<file path="config.mk">
export PLATFORM = sky130hd
export DESIGN_NAME = mmu_top
export DESIGN_NICKNAME = d
export VERILOG_FILES = /design/src/hw/mmu_pkg.sv /design/src/hw/cp0_tlb_if.sv /design/src/hw/tlb_if.sv /design/src/hw/mmu_control_fsm.sv /design/src/hw/mmu_cp0_regs.sv /design/src/hw/mmu_data.sv /design/src/hw/mmu_top.sv /design/src/hw/tlb_array.sv /design/src/hw/tlb_random_counter.sv
export VERILOG_INCLUDE_DIRS = /design/src /design/src/hw
export SDC_FILE = /design/constraint.sdc
export NUM_CORES = 2
export LEC_CHECK = 0
export BUFFER_PORTS_ARGS = -buffer_cell sky130_fd_sc_hd__buf_4
export CORE_MARGIN = 3
export CORE_UTILIZATION = 55
export DETAILED_ROUTE_END_ITERATION = 12
export PLACE_DENSITY_LB_ADDON = 0.15
export SLEW_MARGIN = 20
export SYNTH_ARGS = -nofsm -noshare
export SYNTH_HDL_FRONTEND = slang
export SYNTH_SLANG_ARGS = --single-unit
</file>
<file path="constraint.sdc">
create_clock -name clk -period 8.15 [get_ports clk]
set_clock_uncertainty 0.1 [all_clocks]
set_input_delay 0.4075 -clock clk [delete_from_list [all_inputs] [get_ports clk]]
set_output_delay 0.4075 -clock clk [all_outputs]
set_load 0.02 [all_outputs]
</file>
<file path="src/hw/mmu_params.svh">
`ifndef MMU_PARAMS_SVH
`define MMU_PARAMS_SVH

// Number of TLB entries and the width of an index into them.
`define MMU_TLBNUM 16
`define MMU_TLB_INDEX_W 4

// Fixed 4 KiB pages. One entry maps an even/odd page pair.
`define MMU_VPN2_W 19
`define MMU_PFN_W 20
`define MMU_OFFSET_W 12

`define MMU_ASID_W 8

`endif

</file>
<file path="src/hw/mmu_pkg.sv">
`default_nettype none

`include "mmu_params.svh"

package mmu_pkg;

    // One dual-page TLB entry. Page 0 is the even page, page 1 the odd one.
    typedef struct packed {
        logic [`MMU_VPN2_W-1:0] vpn2;
        logic [`MMU_ASID_W-1:0] asid;
        logic                   g;
        logic [`MMU_PFN_W-1:0]  pfn0;
        logic [2:0]             c0;
        logic                   d0;
        logic                   v0;
        logic [`MMU_PFN_W-1:0]  pfn1;
        logic [2:0]             c1;
        logic                   d1;
        logic                   v1;
    } tlb_entry_t;

    typedef enum logic [2:0] {
        exc_none,
        exc_refill_load,
        exc_refill_store,
        exc_invalid_load,
        exc_invalid_store,
        exc_modify
    } mmu_exc_t;

    typedef enum logic [1:0] {
        op_tlbp,
        op_tlbr,
        op_tlbwi,
        op_tlbwr
    } tlb_op_t;

    typedef enum logic [2:0] {
        sel_index,
        sel_entryhi,
        sel_entrylo0,
        sel_entrylo1,
        sel_random
    } cp0_sel_t;

endpackage

`default_nettype wire

</file>
<file path="src/hw/cp0_tlb_if.sv">
`timescale 1ns/1ps
`default_nettype none

interface cp0_tlb_if ();

    // Current register values.
    logic [31:0] index;
    logic [31:0] entryhi;
    logic [31:0] entrylo0;
    logic [31:0] entrylo1;

    // TLBP result.
    logic        probe_we;
    logic [31:0] probe_index_value;

    // TLBR result.
    logic        read_we;
    logic [31:0] read_entryhi;
    logic [31:0] read_entrylo0;
    logic [31:0] read_entrylo1;

    modport register (
        output index, entryhi, entrylo0, entrylo1,
        input  probe_we, probe_index_value,
        input  read_we, read_entryhi, read_entrylo0, read_entrylo1
    );

    modport user (
        input  index, entryhi, entrylo0, entrylo1,
        output probe_we, probe_index_value,
        output read_we, read_entryhi, read_entrylo0, read_entrylo1
    );

endinterface

`default_nettype wire

</file>
<file path="src/hw/tlb_if.sv">
`timescale 1ns/1ps
`default_nettype none

`include "mmu_params.svh"

interface tlb_if import mmu_pkg::*; ();

    logic [`MMU_VPN2_W-1:0]      s_vpn2;
    logic                        s_odd;
    logic [`MMU_ASID_W-1:0]      s_asid;
    logic                        s_found;
    logic [`MMU_TLB_INDEX_W-1:0] s_index;
    logic [`MMU_PFN_W-1:0]       s_pfn;
    logic [2:0]                  s_c;
    logic                        s_d;
    logic                        s_v;

    logic [`MMU_TLB_INDEX_W-1:0] r_index;
    tlb_entry_t                  r_entry;

    logic                        we;
    logic [`MMU_TLB_INDEX_W-1:0] w_index;
    tlb_entry_t                  w_entry;

    modport array (
        input  s_vpn2, s_odd, s_asid, r_index, we, w_index, w_entry,
        output s_found, s_index, s_pfn, s_c, s_d, s_v, r_entry
    );

    modport client (
        output s_vpn2, s_odd, s_asid, r_index, we, w_index, w_entry,
        input  s_found, s_index, s_pfn, s_c, s_d, s_v, r_entry
    );

endinterface

`default_nettype wire

</file>
<file path="src/hw/mmu_control_fsm.sv">
`timescale 1ns/1ps
`default_nettype none

module mmu_control_fsm import mmu_pkg::*; (
    input  wire          clk,
    input  wire          reset,
    input  wire          req_valid,
    output logic         req_ready,
    input  wire  [31:0]  req_vaddr,
    input  wire          req_store,
    output logic         resp_valid,
    input  wire          resp_ready,
    input  wire          op_valid,
    output logic         op_ready,
    input  tlb_op_t      op_code_in,
    output logic         op_done,
    output logic [31:0]  vaddr,
    output logic         store,
    output logic         do_search,
    output tlb_op_t      op_code,
    output logic         op_fire
);

    typedef enum logic [1:0] {
        st_idle,
        st_respond,
        st_operate
    } state_t;

    state_t state;
    logic   resp_valid_q;
    logic   op_accept;
    logic   req_accept;

    assign op_ready   = (state == st_idle);
    assign req_ready  = (state == st_idle) && !op_valid; // Operations win a tie.
    assign op_accept  = op_valid && op_ready;
    assign req_accept = req_valid && req_ready;

    // The first respond cycle is the lookup, the response is valid from the next edge on.
    always_ff @(posedge clk) begin
        if (reset) begin
            state        <= st_idle;
            resp_valid_q <= 1'b0;
        end else begin
            case (state)
                st_idle: begin
                    if (op_accept) state <= st_operate;
                    else if (req_accept) state <= st_respond;
                end
                st_respond: begin
                    if (resp_valid_q && resp_ready) begin
                        state        <= st_idle;
                        resp_valid_q <= 1'b0;
                    end else begin
                        resp_valid_q <= 1'b1;
                    end
                end
                st_operate: state <= st_idle; // Single execute cycle.
                default:    state <= st_idle;
            endcase
        end
    end

    always_ff @(posedge clk) begin
        if (req_accept) begin
            vaddr <= req_vaddr;
            store <= req_store;
        end
        if (op_accept) op_code <= op_code_in;
    end

    assign resp_valid = resp_valid_q;
    assign do_search  = (state == st_respond) && !resp_valid_q;
    assign op_fire    = (state == st_operate);
    assign op_done    = (state == st_operate);

endmodule

`default_nettype wire

</file>
<file path="src/hw/mmu_cp0_regs.sv">
`timescale 1ns/1ps
`default_nettype none

`include "mmu_params.svh"

module mmu_cp0_regs import mmu_pkg::*; (
    input  wire                            clk,
    input  wire                            reset,
    input  wire                            cp0_we,
    input  cp0_sel_t                       cp0_sel,
    input  wire  [31:0]                    cp0_wdata,
    output logic [31:0]                    cp0_rdata,
    input  wire  [`MMU_TLB_INDEX_W-1:0]    random_index,
    cp0_tlb_if.register                    cp0
);

    localparam logic [31:0] INDEX_MASK   = 32'h8000_0000 | 32'(`MMU_TLBNUM - 1);
    localparam logic [31:0] ENTRYHI_MASK = 32'hFFFF_E0FF; // VPN2 and ASID.
    localparam logic [31:0] ENTRYLO_MASK = 32'h03FF_FFFF; // PFN, C, D, V, G.

    logic [31:0] index_q;
    logic [31:0] entryhi_q;
    logic [31:0] entrylo0_q;
    logic [31:0] entrylo1_q;

    // TLB instruction write-back takes priority over a software write in the same cycle.
    always_ff @(posedge clk) begin
        if (reset) begin
            index_q    <= '0;
            entryhi_q  <= '0;
            entrylo0_q <= '0;
            entrylo1_q <= '0;
        end else begin
            if (cp0.probe_we) begin
                index_q <= cp0.probe_index_value & INDEX_MASK;
            end else if (cp0_we && cp0_sel == sel_index) begin
                index_q <= cp0_wdata & INDEX_MASK;
            end

            if (cp0.read_we) begin
                entryhi_q  <= cp0.read_entryhi & ENTRYHI_MASK;
                entrylo0_q <= cp0.read_entrylo0 & ENTRYLO_MASK;
                entrylo1_q <= cp0.read_entrylo1 & ENTRYLO_MASK;
            end else if (cp0_we) begin
                if (cp0_sel == sel_entryhi) entryhi_q <= cp0_wdata & ENTRYHI_MASK;
                if (cp0_sel == sel_entrylo0) entrylo0_q <= cp0_wdata & ENTRYLO_MASK;
                if (cp0_sel == sel_entrylo1) entrylo1_q <= cp0_wdata & ENTRYLO_MASK;
            end
        end
    end

    assign cp0.index    = index_q;
    assign cp0.entryhi  = entryhi_q;
    assign cp0.entrylo0 = entrylo0_q;
    assign cp0.entrylo1 = entrylo1_q;

    always_comb begin
        case (cp0_sel)
            sel_index:    cp0_rdata = index_q;
            sel_entryhi:  cp0_rdata = entryhi_q;
            sel_entrylo0: cp0_rdata = entrylo0_q;
            sel_entrylo1: cp0_rdata = entrylo1_q;
            sel_random:   cp0_rdata = 32'(random_index); // Read-only.
            default:      cp0_rdata = '0;
        endcase
    end

endmodule

`default_nettype wire

</file>
<file path="src/hw/mmu_data.sv">
`timescale 1ns/1ps
`default_nettype none

`include "mmu_params.svh"

module mmu_data import mmu_pkg::*; (
    input  wire  [31:0]                    vaddr,
    input  wire                            store,
    input  wire                            do_search,
    input  tlb_op_t                        op_code,
    input  wire                            op_fire,
    input  wire  [`MMU_TLB_INDEX_W-1:0]    random_index,
    output logic [31:0]                    paddr,
    output mmu_exc_t                       exc,
    tlb_if.client                          tlb,
    cp0_tlb_if.user                        cp0
);

    localparam int VPN2_LSB = 32 - `MMU_VPN2_W;

    logic       direct;
    logic       is_tlbp;
    logic       is_tlbr;
    logic       is_tlbwi;
    logic       is_tlbwr;
    tlb_entry_t packed_entry;

    assign is_tlbp  = op_fire && (op_code == op_tlbp);
    assign is_tlbr  = op_fire && (op_code == op_tlbr);
    assign is_tlbwi = op_fire && (op_code == op_tlbwi);
    assign is_tlbwr = op_fire && (op_code == op_tlbwr);

    assign direct = (vaddr[31:30] == 2'b10); // kseg0 and kseg1.

    // TLBP probes with EntryHi. Translations use the address.
    assign tlb.s_vpn2 = is_tlbp ? cp0.entryhi[31:VPN2_LSB] : vaddr[31:VPN2_LSB];
    assign tlb.s_odd  = vaddr[`MMU_OFFSET_W];
    assign tlb.s_asid = cp0.entryhi[`MMU_ASID_W-1:0];

    assign paddr = direct ? {3'b000, vaddr[28:0]}
                          : {tlb.s_pfn, vaddr[`MMU_OFFSET_W-1:0]};

    always_comb begin
        if (!do_search || direct) begin
            exc = exc_none;
        end else if (!tlb.s_found) begin
            exc = store ? exc_refill_store : exc_refill_load;
        end else if (!tlb.s_v) begin
            exc = store ? exc_invalid_store : exc_invalid_load;
        end else if (store && !tlb.s_d) begin
            exc = exc_modify;
        end else begin
            exc = exc_none;
        end
    end

    // EntryLo layout is {pfn, c, d, v, g} from bit 25 down to bit 0.
    always_comb begin
        packed_entry.vpn2 = cp0.entryhi[31:VPN2_LSB];
        packed_entry.asid = cp0.entryhi[`MMU_ASID_W-1:0];
        packed_entry.g    = cp0.entrylo0[0] & cp0.entrylo1[0];
        packed_entry.pfn0 = cp0.entrylo0[25:6];
        packed_entry.c0   = cp0.entrylo0[5:3];
        packed_entry.d0   = cp0.entrylo0[2];
        packed_entry.v0   = cp0.entrylo0[1];
        packed_entry.pfn1 = cp0.entrylo1[25:6];
        packed_entry.c1   = cp0.entrylo1[5:3];
        packed_entry.d1   = cp0.entrylo1[2];
        packed_entry.v1   = cp0.entrylo1[1];
    end

    assign tlb.we      = is_tlbwi || is_tlbwr;
    assign tlb.w_index = is_tlbwr ? random_index : cp0.index[`MMU_TLB_INDEX_W-1:0];
    assign tlb.w_entry = packed_entry;
    assign tlb.r_index = cp0.index[`MMU_TLB_INDEX_W-1:0];

    // Probe result. Bit 31 flags a miss.
    assign cp0.probe_we          = is_tlbp;
    assign cp0.probe_index_value = {~tlb.s_found, {(31 - `MMU_TLB_INDEX_W){1'b0}},
                                    tlb.s_index};

    assign cp0.read_we       = is_tlbr;
    assign cp0.read_entryhi  = {tlb.r_entry.vpn2, 5'b0, tlb.r_entry.asid};
    assign cp0.read_entrylo0 = {6'b0, tlb.r_entry.pfn0, tlb.r_entry.c0,
                                tlb.r_entry.d0, tlb.r_entry.v0, tlb.r_entry.g};
    assign cp0.read_entrylo1 = {6'b0, tlb.r_entry.pfn1, tlb.r_entry.c1,
                                tlb.r_entry.d1, tlb.r_entry.v1, tlb.r_entry.g};

endmodule

`default_nettype wire

</file>
<file path="src/hw/mmu_top.sv">
`timescale 1ns/1ps
`default_nettype none

`include "mmu_params.svh"

module mmu_top import mmu_pkg::*; (
    input  wire          clk,
    input  wire          reset,
    input  wire          req_valid,
    output logic         req_ready,
    input  wire  [31:0]  req_vaddr,
    input  wire          req_store,
    output logic         resp_valid,
    input  wire          resp_ready,
    output logic [31:0]  resp_paddr,
    output mmu_exc_t     resp_exc,
    input  wire          op_valid,
    output logic         op_ready,
    input  tlb_op_t      op_code,
    output logic         op_done,
    input  wire          cp0_we,
    input  cp0_sel_t     cp0_sel,
    input  wire  [31:0]  cp0_wdata,
    output logic [31:0]  cp0_rdata
);

    logic [31:0]                 vaddr;
    logic                        store;
    logic                        do_search;
    tlb_op_t                     op_code_q;
    logic                        op_fire;
    logic [31:0]                 paddr;
    mmu_exc_t                    exc;
    logic [`MMU_TLB_INDEX_W-1:0] random_index;

    tlb_if     tlb_bus ();
    cp0_tlb_if cp0_bus ();

    mmu_control_fsm u_fsm (
        .clk        (clk),
        .reset      (reset),
        .req_valid  (req_valid),
        .req_ready  (req_ready),
        .req_vaddr  (req_vaddr),
        .req_store  (req_store),
        .resp_valid (resp_valid),
        .resp_ready (resp_ready),
        .op_valid   (op_valid),
        .op_ready   (op_ready),
        .op_code_in (op_code),
        .op_done    (op_done),
        .vaddr      (vaddr),
        .store      (store),
        .do_search  (do_search),
        .op_code    (op_code_q),
        .op_fire    (op_fire)
    );

    mmu_data u_data (
        .vaddr        (vaddr),
        .store        (store),
        .do_search    (do_search),
        .op_code      (op_code_q),
        .op_fire      (op_fire),
        .random_index (random_index),
        .paddr        (paddr),
        .exc          (exc),
        .tlb          (tlb_bus.client),
        .cp0          (cp0_bus.user)
    );

    tlb_array u_tlb (
        .clk   (clk),
        .reset (reset),
        .tlb   (tlb_bus.array)
    );

    tlb_random_counter u_random (
        .clk          (clk),
        .reset        (reset),
        .random_index (random_index)
    );

    mmu_cp0_regs u_cp0 (
        .clk          (clk),
        .reset        (reset),
        .cp0_we       (cp0_we),
        .cp0_sel      (cp0_sel),
        .cp0_wdata    (cp0_wdata),
        .cp0_rdata    (cp0_rdata),
        .random_index (random_index),
        .cp0          (cp0_bus.register)
    );

    // Response is latched at the end of the lookup cycle and held under back-pressure.
    always_ff @(posedge clk) begin
        if (do_search) begin
            resp_paddr <= paddr;
            resp_exc   <= exc;
        end
    end

endmodule

`default_nettype wire

</file>
<file path="src/hw/tlb_array.sv">
`timescale 1ns/1ps
`default_nettype none

`include "mmu_params.svh"

module tlb_array import mmu_pkg::*; (
    input  wire   clk,
    input  wire   reset,
    tlb_if.array  tlb
);

    tlb_entry_t                  entries [`MMU_TLBNUM];
    logic [`MMU_TLBNUM-1:0]      match;
    logic                        hit;
    logic [`MMU_TLB_INDEX_W-1:0] hit_index;
    tlb_entry_t                  hit_entry;

    // Only the valid bits are cleared, the rest of each entry is don't-care until written.
    always_ff @(posedge clk) begin
        if (reset) begin
            for (int i = 0; i < `MMU_TLBNUM; i++) begin
                entries[i].v0 <= 1'b0;
                entries[i].v1 <= 1'b0;
            end
        end else if (tlb.we) begin
            entries[tlb.w_index] <= tlb.w_entry;
        end
    end

    always_comb begin
        for (int i = 0; i < `MMU_TLBNUM; i++) begin
            match[i] = (entries[i].vpn2 == tlb.s_vpn2) &&
                       (entries[i].g || (entries[i].asid == tlb.s_asid));
        end
    end

    // Lowest matching entry wins. Software should never create duplicates anyway.
    always_comb begin
        hit       = 1'b0;
        hit_index = '0;
        for (int i = 0; i < `MMU_TLBNUM; i++) begin
            if (!hit && match[i]) begin
                hit       = 1'b1;
                hit_index = `MMU_TLB_INDEX_W'(i);
            end
        end
    end

    assign hit_entry = entries[hit_index];

    assign tlb.s_found = hit;
    assign tlb.s_index = hit_index;
    assign tlb.s_pfn   = tlb.s_odd ? hit_entry.pfn1 : hit_entry.pfn0;
    assign tlb.s_c     = tlb.s_odd ? hit_entry.c1   : hit_entry.c0;
    assign tlb.s_d     = tlb.s_odd ? hit_entry.d1   : hit_entry.d0;
    assign tlb.s_v     = tlb.s_odd ? hit_entry.v1   : hit_entry.v0;

    assign tlb.r_entry = entries[tlb.r_index]; // Indexed read for TLBR.

endmodule

`default_nettype wire

</file>
<file path="src/hw/tlb_random_counter.sv">
`timescale 1ns/1ps
`default_nettype none

`include "mmu_params.svh"

module tlb_random_counter (
    input  wire                               clk,
    input  wire                               reset,
    output logic [`MMU_TLB_INDEX_W-1:0]       random_index
);

    localparam logic [`MMU_TLB_INDEX_W-1:0] TOP = `MMU_TLB_INDEX_W'(`MMU_TLBNUM - 1);

    // Free-running down-counter. There is no Wired register, so the full range is used.
    always_ff @(posedge clk) begin
        if (reset) begin
            random_index <= TOP;
        end else if (random_index == '0) begin
            random_index <= TOP;
        end else begin
            random_index <= random_index - 1'b1;
        end
    end

endmodule

`default_nettype wire

</file>
# After elaboration in Yosys (flattened, before gate mapping)
# Memories as Yosys holds them, arrays and structs flattened. A register that Yosys moved wholly into a read port is not among the register bits.
# Cells that the tools add are included.
[word_totals]
wordCells = 224
ram_bits = 1248
inputBits = 76
n_memories = 1
out_inout_bits = 71
rom_bits = 0
latch_bits = 0
ff_bits = 161
[mem_list]
columns = ["memory", "words", "width", "rd", "rd_ports_with_merged_regs", "write_ports", "line", "source"]
rows = [
  ["u_tlb.entries", 16, 78, 18, 1, 16, "tlb_array.sv:12", "tlb_entry_t entries [`MMU_TLBNUM];"],
]
[classes]
add_sub_neg = 1
mul = 0
n_reduce_logical = 94
magnitude_cmp = 0
n_eq_ne = 44
n_shift = 0
n_div = 0
mux = 69
n_bitwise = 2
[op_table]
columns = ["cell", "count"]
rows = [
  ["19-bit equality test", 16],
  ["32-bit 2-to-1 mux", 5],
  ["32-bit case mux with 5 select lines", 1],
  ["26-bit 2-to-1 mux", 6],
  ["8-bit equality test", 16],
  ["78-bit 2-to-1 mux", 1],
  ["78-bit OR reduction", 1],
  ["4-bit 2-to-1 mux", 12],
  ["1-bit logical AND", 42],
  ["29-bit 2-to-1 mux", 1],
  ["1-bit 2-to-1 mux", 25],
  ["3-bit 2-to-1 mux", 8],
  ["20-bit 2-to-1 mux", 1],
  ["1-bit zero test", 19],
  ["19-bit 2-to-1 mux", 1],
  ["1-bit logical OR", 18],
  ["2-bit 2-to-1 mux", 7],
  ["2-bit nonzero test", 5],
  ["2-bit equality test, second input constant", 4],
  ["2-bit AND reduction", 4],
  ["3-bit by 2-bit equality test with 1-bit output, second input constant", 2],
  ["2-bit by 1-bit equality test with 1-bit output, second input constant", 2],
  ["2-bit zero test", 2],
  ["4-bit zero test", 1],
  ["10 further kinds", 10],
]

# Depth between registers and ports, before layout
# An unclocked memory read counts as a cell.
[logic_depth]
ltp_word = 58
ltp_mapped = 24
mapped_depth_nobuf = 15

# By module
# A second synthesis with hierarchy kept.
[unflattened]
cells_unflattened = 4848
hier_area_um2 = 70791.6
[modules_own_cells]
columns = ["module", "seq_area_each_um2", "instances", "cells_each", "area_per_inst_um2"]
rows = [
  ["tlb_array", 37475.9, 1, 3873, 60639.4],
  ["mmu_cp0_regs", 1681.6, 1, 574, 5270.1],
  ["mmu_data", 0.0, 1, 294, 2444.8],
  ["mmu_control_fsm", 1111.1, 1, 54, 1216.2],
  ["mmu_top", 1051.0, 1, 35, 1051.0],
  ["tlb_random_counter", 80.1, 1, 18, 170.2],
]

# Worst setup path before layout
# No wires, ideal clock.
[synth_path]
path_kind = "reg2reg"
start = "reg u_fsm.state[0]"
end = "mem u_tlb.entries[12][10] (netlist name), enable pin"
path_stages_with_launch = 8
setup_slack_ns = 2.574
synth_period_minus_slack_ns = 5.576
arrival_ns = 4.963
n_path_buf = 2
setup_ns = 0.513
required_time_ns = 7.537
path_cell_list = "dfxtp_1 -> buf_6 -> nor2b_1 -> nand3_1 -> mux2i_1 -> or2_2 -> clkbuf_1 -> nor2_1"
[synth_rtl]
columns = ["element", "line", "source"]
rows = [
  ["start, declared", "mmu_control_fsm.sv:30", "state_t state;"],
  ["start signal, assigned", "mmu_control_fsm.sv:43", "state <= st_idle;"],
  ["start signal, assigned", "mmu_control_fsm.sv:48", "if (op_accept) state <= st_operate;"],
  ["start signal, assigned", "mmu_control_fsm.sv:49", "else if (req_accept) state <= st_respond;"],
  ["end, declared", "tlb_array.sv:12", ""],
]

# Worst setup path after layout
[layout_path]
start = "reg u_fsm.op_code[1]"
end = "reg resp_paddr[22], data pin"
[layout_between]
elab_chain_len = 54
word_cells_on_any_way = 98
cone_classes = "eq/ne: 16; mux: 33; reduce/logical: 48; memory: 1"
[layout_lines]
columns = ["element", "line", "source"]
rows = [
  ["start, declared", "mmu_control_fsm.sv:20", "output tlb_op_t op_code,"],
  ["start signal, assigned", "mmu_control_fsm.sv:70", "if (op_accept) op_code <= op_code_in;"],
  ["2-bit zero test (*)", "mmu_data.sv:28", "assign is_tlbp = op_fire && (op_code == op_tlbp);"],
  ["1-bit logical AND (*)", "mmu_data.sv:28", ""],
  ["19-bit 2-to-1 mux (*)", "mmu_data.sv:36", "assign tlb.s_vpn2 = is_tlbp ? cp0.entryhi[31:VPN2_LSB] : vaddr[31:VPN2_LSB];"],
  ["19-bit equality test", "tlb_array.sv:32", "match[i] = (entries[i].vpn2 == tlb.s_vpn2) &&"],
  ["1-bit logical AND", "tlb_array.sv:32", ""],
  ["1-bit 2-to-1 mux", "tlb_array.sv:42", "if (!hit && match[i]) begin"],
  ["1-bit zero test", "tlb_array.sv:42", ""],
  ["1-bit logical AND", "tlb_array.sv:42", ""],
  ["[39 not listed]", "-", ""],
  ["1-bit 2-to-1 mux", "tlb_array.sv:42", ""],
  ["1-bit zero test", "tlb_array.sv:42", ""],
  ["1-bit logical AND", "tlb_array.sv:42", ""],
  ["4-bit 2-to-1 mux (*)", "tlb_array.sv:42", ""],
  ["memory read 16 x 78 bit (*)", "-", ""],
  ["20-bit 2-to-1 mux (*)", "tlb_array.sv:53", "assign tlb.s_pfn = tlb.s_odd ? hit_entry.pfn1 : hit_entry.pfn0;"],
  ["29-bit 2-to-1 mux (*)", "mmu_data.sv:40", "assign paddr = direct ? {3'b000, vaddr[28:0]}"],
  ["named net paddr[22]", "mmu_top.sv:32", "logic [31:0] paddr;"],
  ["end signal, assigned", "mmu_top.sv:98", "resp_paddr <= paddr;"],
  ["end, declared", "mmu_top.sv:15", "output logic [31:0] resp_paddr,"],
]
# The timed path passes the listed nets; every way through them passes the cells marked *.
# A chain may end at the register's enable or synchronous reset.

==> metrics.txt <==
status=finished clean; Worst VDD drop=238 uV; worst path arrival time=7600 ps; clock root buffer=clkbuf_16; worst hold path type=input pin to flip-flop; Min Clock Period, post-route=7180 ps; Max transition margin=0.229; vias in the first global route=~44000; Final Hold Vio Count=0; Vias=45500; Seq/Total Area, Yosys=0.603; row count=129; Syn Nets=4697; count of final max-slew check failures=0; ANT nets after route=0; Initial DRT Pass Iterations=8; Post-synth EDFFs=about 1300; # fillers=just over 9000; H-tree Lvls=4; Worst Tran Pin Value=1160 ps; antenna violations before repair=14; drt first-iter violations=6788; Clock Pin Slew Worst Setup and Hold Paths=60 ps; largest net degree at the start of global routing=104; mean post-synth cell area=14.9 sq um; routed wire length=approximately 230000 um; Tcrit/Tclk final=0.881; Pwr per Cell Area=206 nW/um^2; layout cells sized above 1=0.246; Mapped Area=68800 sq um; fin nets=4889; P&R area growth vs syn=13.2%; Synth Register Bits=roughly 1400; Initial Util=0.555; Yosys Warn Count=0; die area=129000 sq um; Die H=360 um; GRT Total Usage=0.359; gpl congestion=1.00; DRC=0; CTS Sinks=1413; die width=360 um; Async SR Flop Fraction=0; Core ar.=124000 sq um; nature of the critical path endpoint=flip-flop; port bufs=146; first-pass GRT wire length=330000 um; total gr overflow=0; clk_lat worst skew=790 ps; final setup vio count=0; cell count after synthesis=4620; f_max=139 MHz; RSZ-0062 raised after global routing=false; CTS max path bufs=3; CP Class=flip-flop to flip-flop; wire per inst=35.6 um; CTS tree=built; critical path fanouts, max=45; Final TNS setup=0 ps; CTS buffer count=150; dpl hpwl=146000 um; Power, Total=16.0 mW; Pleak=25.8 nW; Crit path required time=8570 ps; Post-CTS Setup Bufs=0; CP startpoint kind=flip-flop; I/O pin count=147; Max Cap Violations=0; Via density=~7; Yosys cell types=92; commonest register cell after synthesis=edfxtp_1
==> routing by layer <==
layer	vias to the layer above	GRT usage	wire, um
li1	18400	-	-
met1	23300	0.488	87200
met2	3142	0.546	106000
met3	625	0.0842	26800
met4	8	0.184	13700
met5	-	0	58
==> state kept, by name, indices dropped and copies added, names as in the netlist, named ones only <==
name,flops
resp_exc,3
u_fsm.state,2
u_cp0.cp0.index,5
u_cp0.cp0.entrylo0,26
u_fsm.store,1
u_random.random_index,4
u_cp0.cp0.entrylo1,26
u_fsm.resp_valid,1
u_fsm.vaddr,32
u_fsm.op_code,2
u_tlb.entries,1248
resp_paddr,32
u_cp0.cp0.entryhi,27
==> synth_stat cells, drive strengths merged (4+ instances only) <==
cell type,number,area share
a2111oi,8,0.0014
a211oi,97,0.011
a21boi,6,0.00066
a21oi,39,0.0029
a221o,5,0.00073
a221oi,6,0.00076
a222oi,9,0.0013
a22oi,25,0.0027
a311oi,11,0.0014
a31o,9,0.0011
a31oi,133,0.012
and2,40,0.0036
and3,17,0.0015
buf,146,0.011
clkbuf,190,0.010
dfxtp,95,0.028
edfxtp,1318,0.58
inv,71,0.0039
mux2,213,0.035
mux2i,155,0.025
mux4,395,0.13
nand2,430,0.023
nand2b,8,0.00073
nand3,37,0.0027
nand4,35,0.0032
nor2,293,0.016
nor2b,7,0.00064
nor3,30,0.0022
nor4,80,0.0077
o2111ai,11,0.0014
o211ai,11,0.0013
o21a,4,0.00055
o21ai,68,0.0051
o221ai,6,0.00076
o22ai,60,0.0055
o311ai,5,0.00064
o31ai,19,0.0021
or2,6,0.00055
or4,4,0.00044
xnor2,235,0.030
xor2,237,0.030
==> per-stage QoR <==
step,utilization,worst slack (ps),hold WS (ps),cells,area (sq um)
6_report,0.628,967,108,6581,77900
5_1_grt,0.628,819,132,6577,77900
4_1_cts,0.627,1230,59.1,6573,77800
3_5_place_dp,0.581,1300,305,6223,72100
3_3_place_gp,0.581,1130,300,6221,72000
2_1_floorplan,-,2570,284,4620,68800
==> kinds of logic (layout without fill, tap and decap cells) <==
family,after synthesis,count (layout),synth area share
buffers and inverters,407,727,0.0255
and+or+nand+nor,997,997,0.0642
adders and majority gates,1,1,0.000182
other,0,4,0
muxes,763,763,0.189
DFF,1413,1413,0.603
xor gates and xnor gates,472,472,0.0601
AOI/OAI and AO/OA,567,567,0.0579
==> where the power goes <==
part,internal (mW),switching (mW),leakage [nW],total [mW]
clock,3.95,2.96,2.46,6.91
sequential,7.98,0.142,13.0,8.12
combinational,0.418,0.596,10.4,1.01
==> repair_timing <==
item,CTS,global route
hold buffers,70,0
resized for setup,0,0
hold endpoints to repair,124,0
==> worst paths after layout <==
kind	startpoint	end	slack (ps)	depth (start not counted)
hold / removal	cp0_we	u_cp0.cp0.entrylo0[0]	110	4
hold reg to reg	u_fsm.vaddr[6]	resp_paddr[6]	310	0
setup reg to reg	u_fsm.op_code[1]	resp_paddr[22]	970	17
setup / recovery	u_fsm.op_code[1]	resp_paddr[22]	970	17
==> placed cells by master (no fill, tap or decap), types with 77 or more instances in the layout <==
| master | count |
|---|---|
| a211oi_1 | 94 |
| a31oi_1 | 132 |
| buf_4 | 281 |
| clkbuf_16 | 153 |
| dfxtp_1 | 91 |
| edfxtp_1 | 1318 |
| mux2_2 | 205 |
| mux2i_1 | 141 |
| mux4_2 | 395 |
| nand2_1 | 429 |
| nor2_1 | 273 |
| nor4_1 | 77 |
| xnor2_1 | 235 |
| xor2_1 | 237 |
==> final cells by class <==
class | instances | area, sq um | share of cell area
Tap cell | 1637 | 2050 | 0.0263
Sequential cell | 1413 | 41500 | 0.533
Clock buffer | 197 | 4160 | 0.0535
Clock inverter | 83 | 826 | 0.0106
Antenna cell | 4 | 10.0 | 0.000129
Timing Repair Buffer | 376 | 3320 | 0.0426
Multi-Input combinational cell | 2800 | 25700 | 0.331
Inverter | 71 | 267 | 0.00342
==> critical path, stage by stage (launching register included) <==
cell and delay [ps]:
edfxtp_1 490, or4b_4 840, buf_4 390, mux2i_4 730, xor2_1 130, nand4_1 140
nor4_1 60, and3_1 270, nor4_1 870, nand3_1 270, a31oi_4 900, buf_12 340
buf_12 230, nor2_1 70, a31oi_1 170, mux2_2 180, o22ai_1 90, o31ai_1 530
Note: power is estimated with default switching activity, not from simulation.
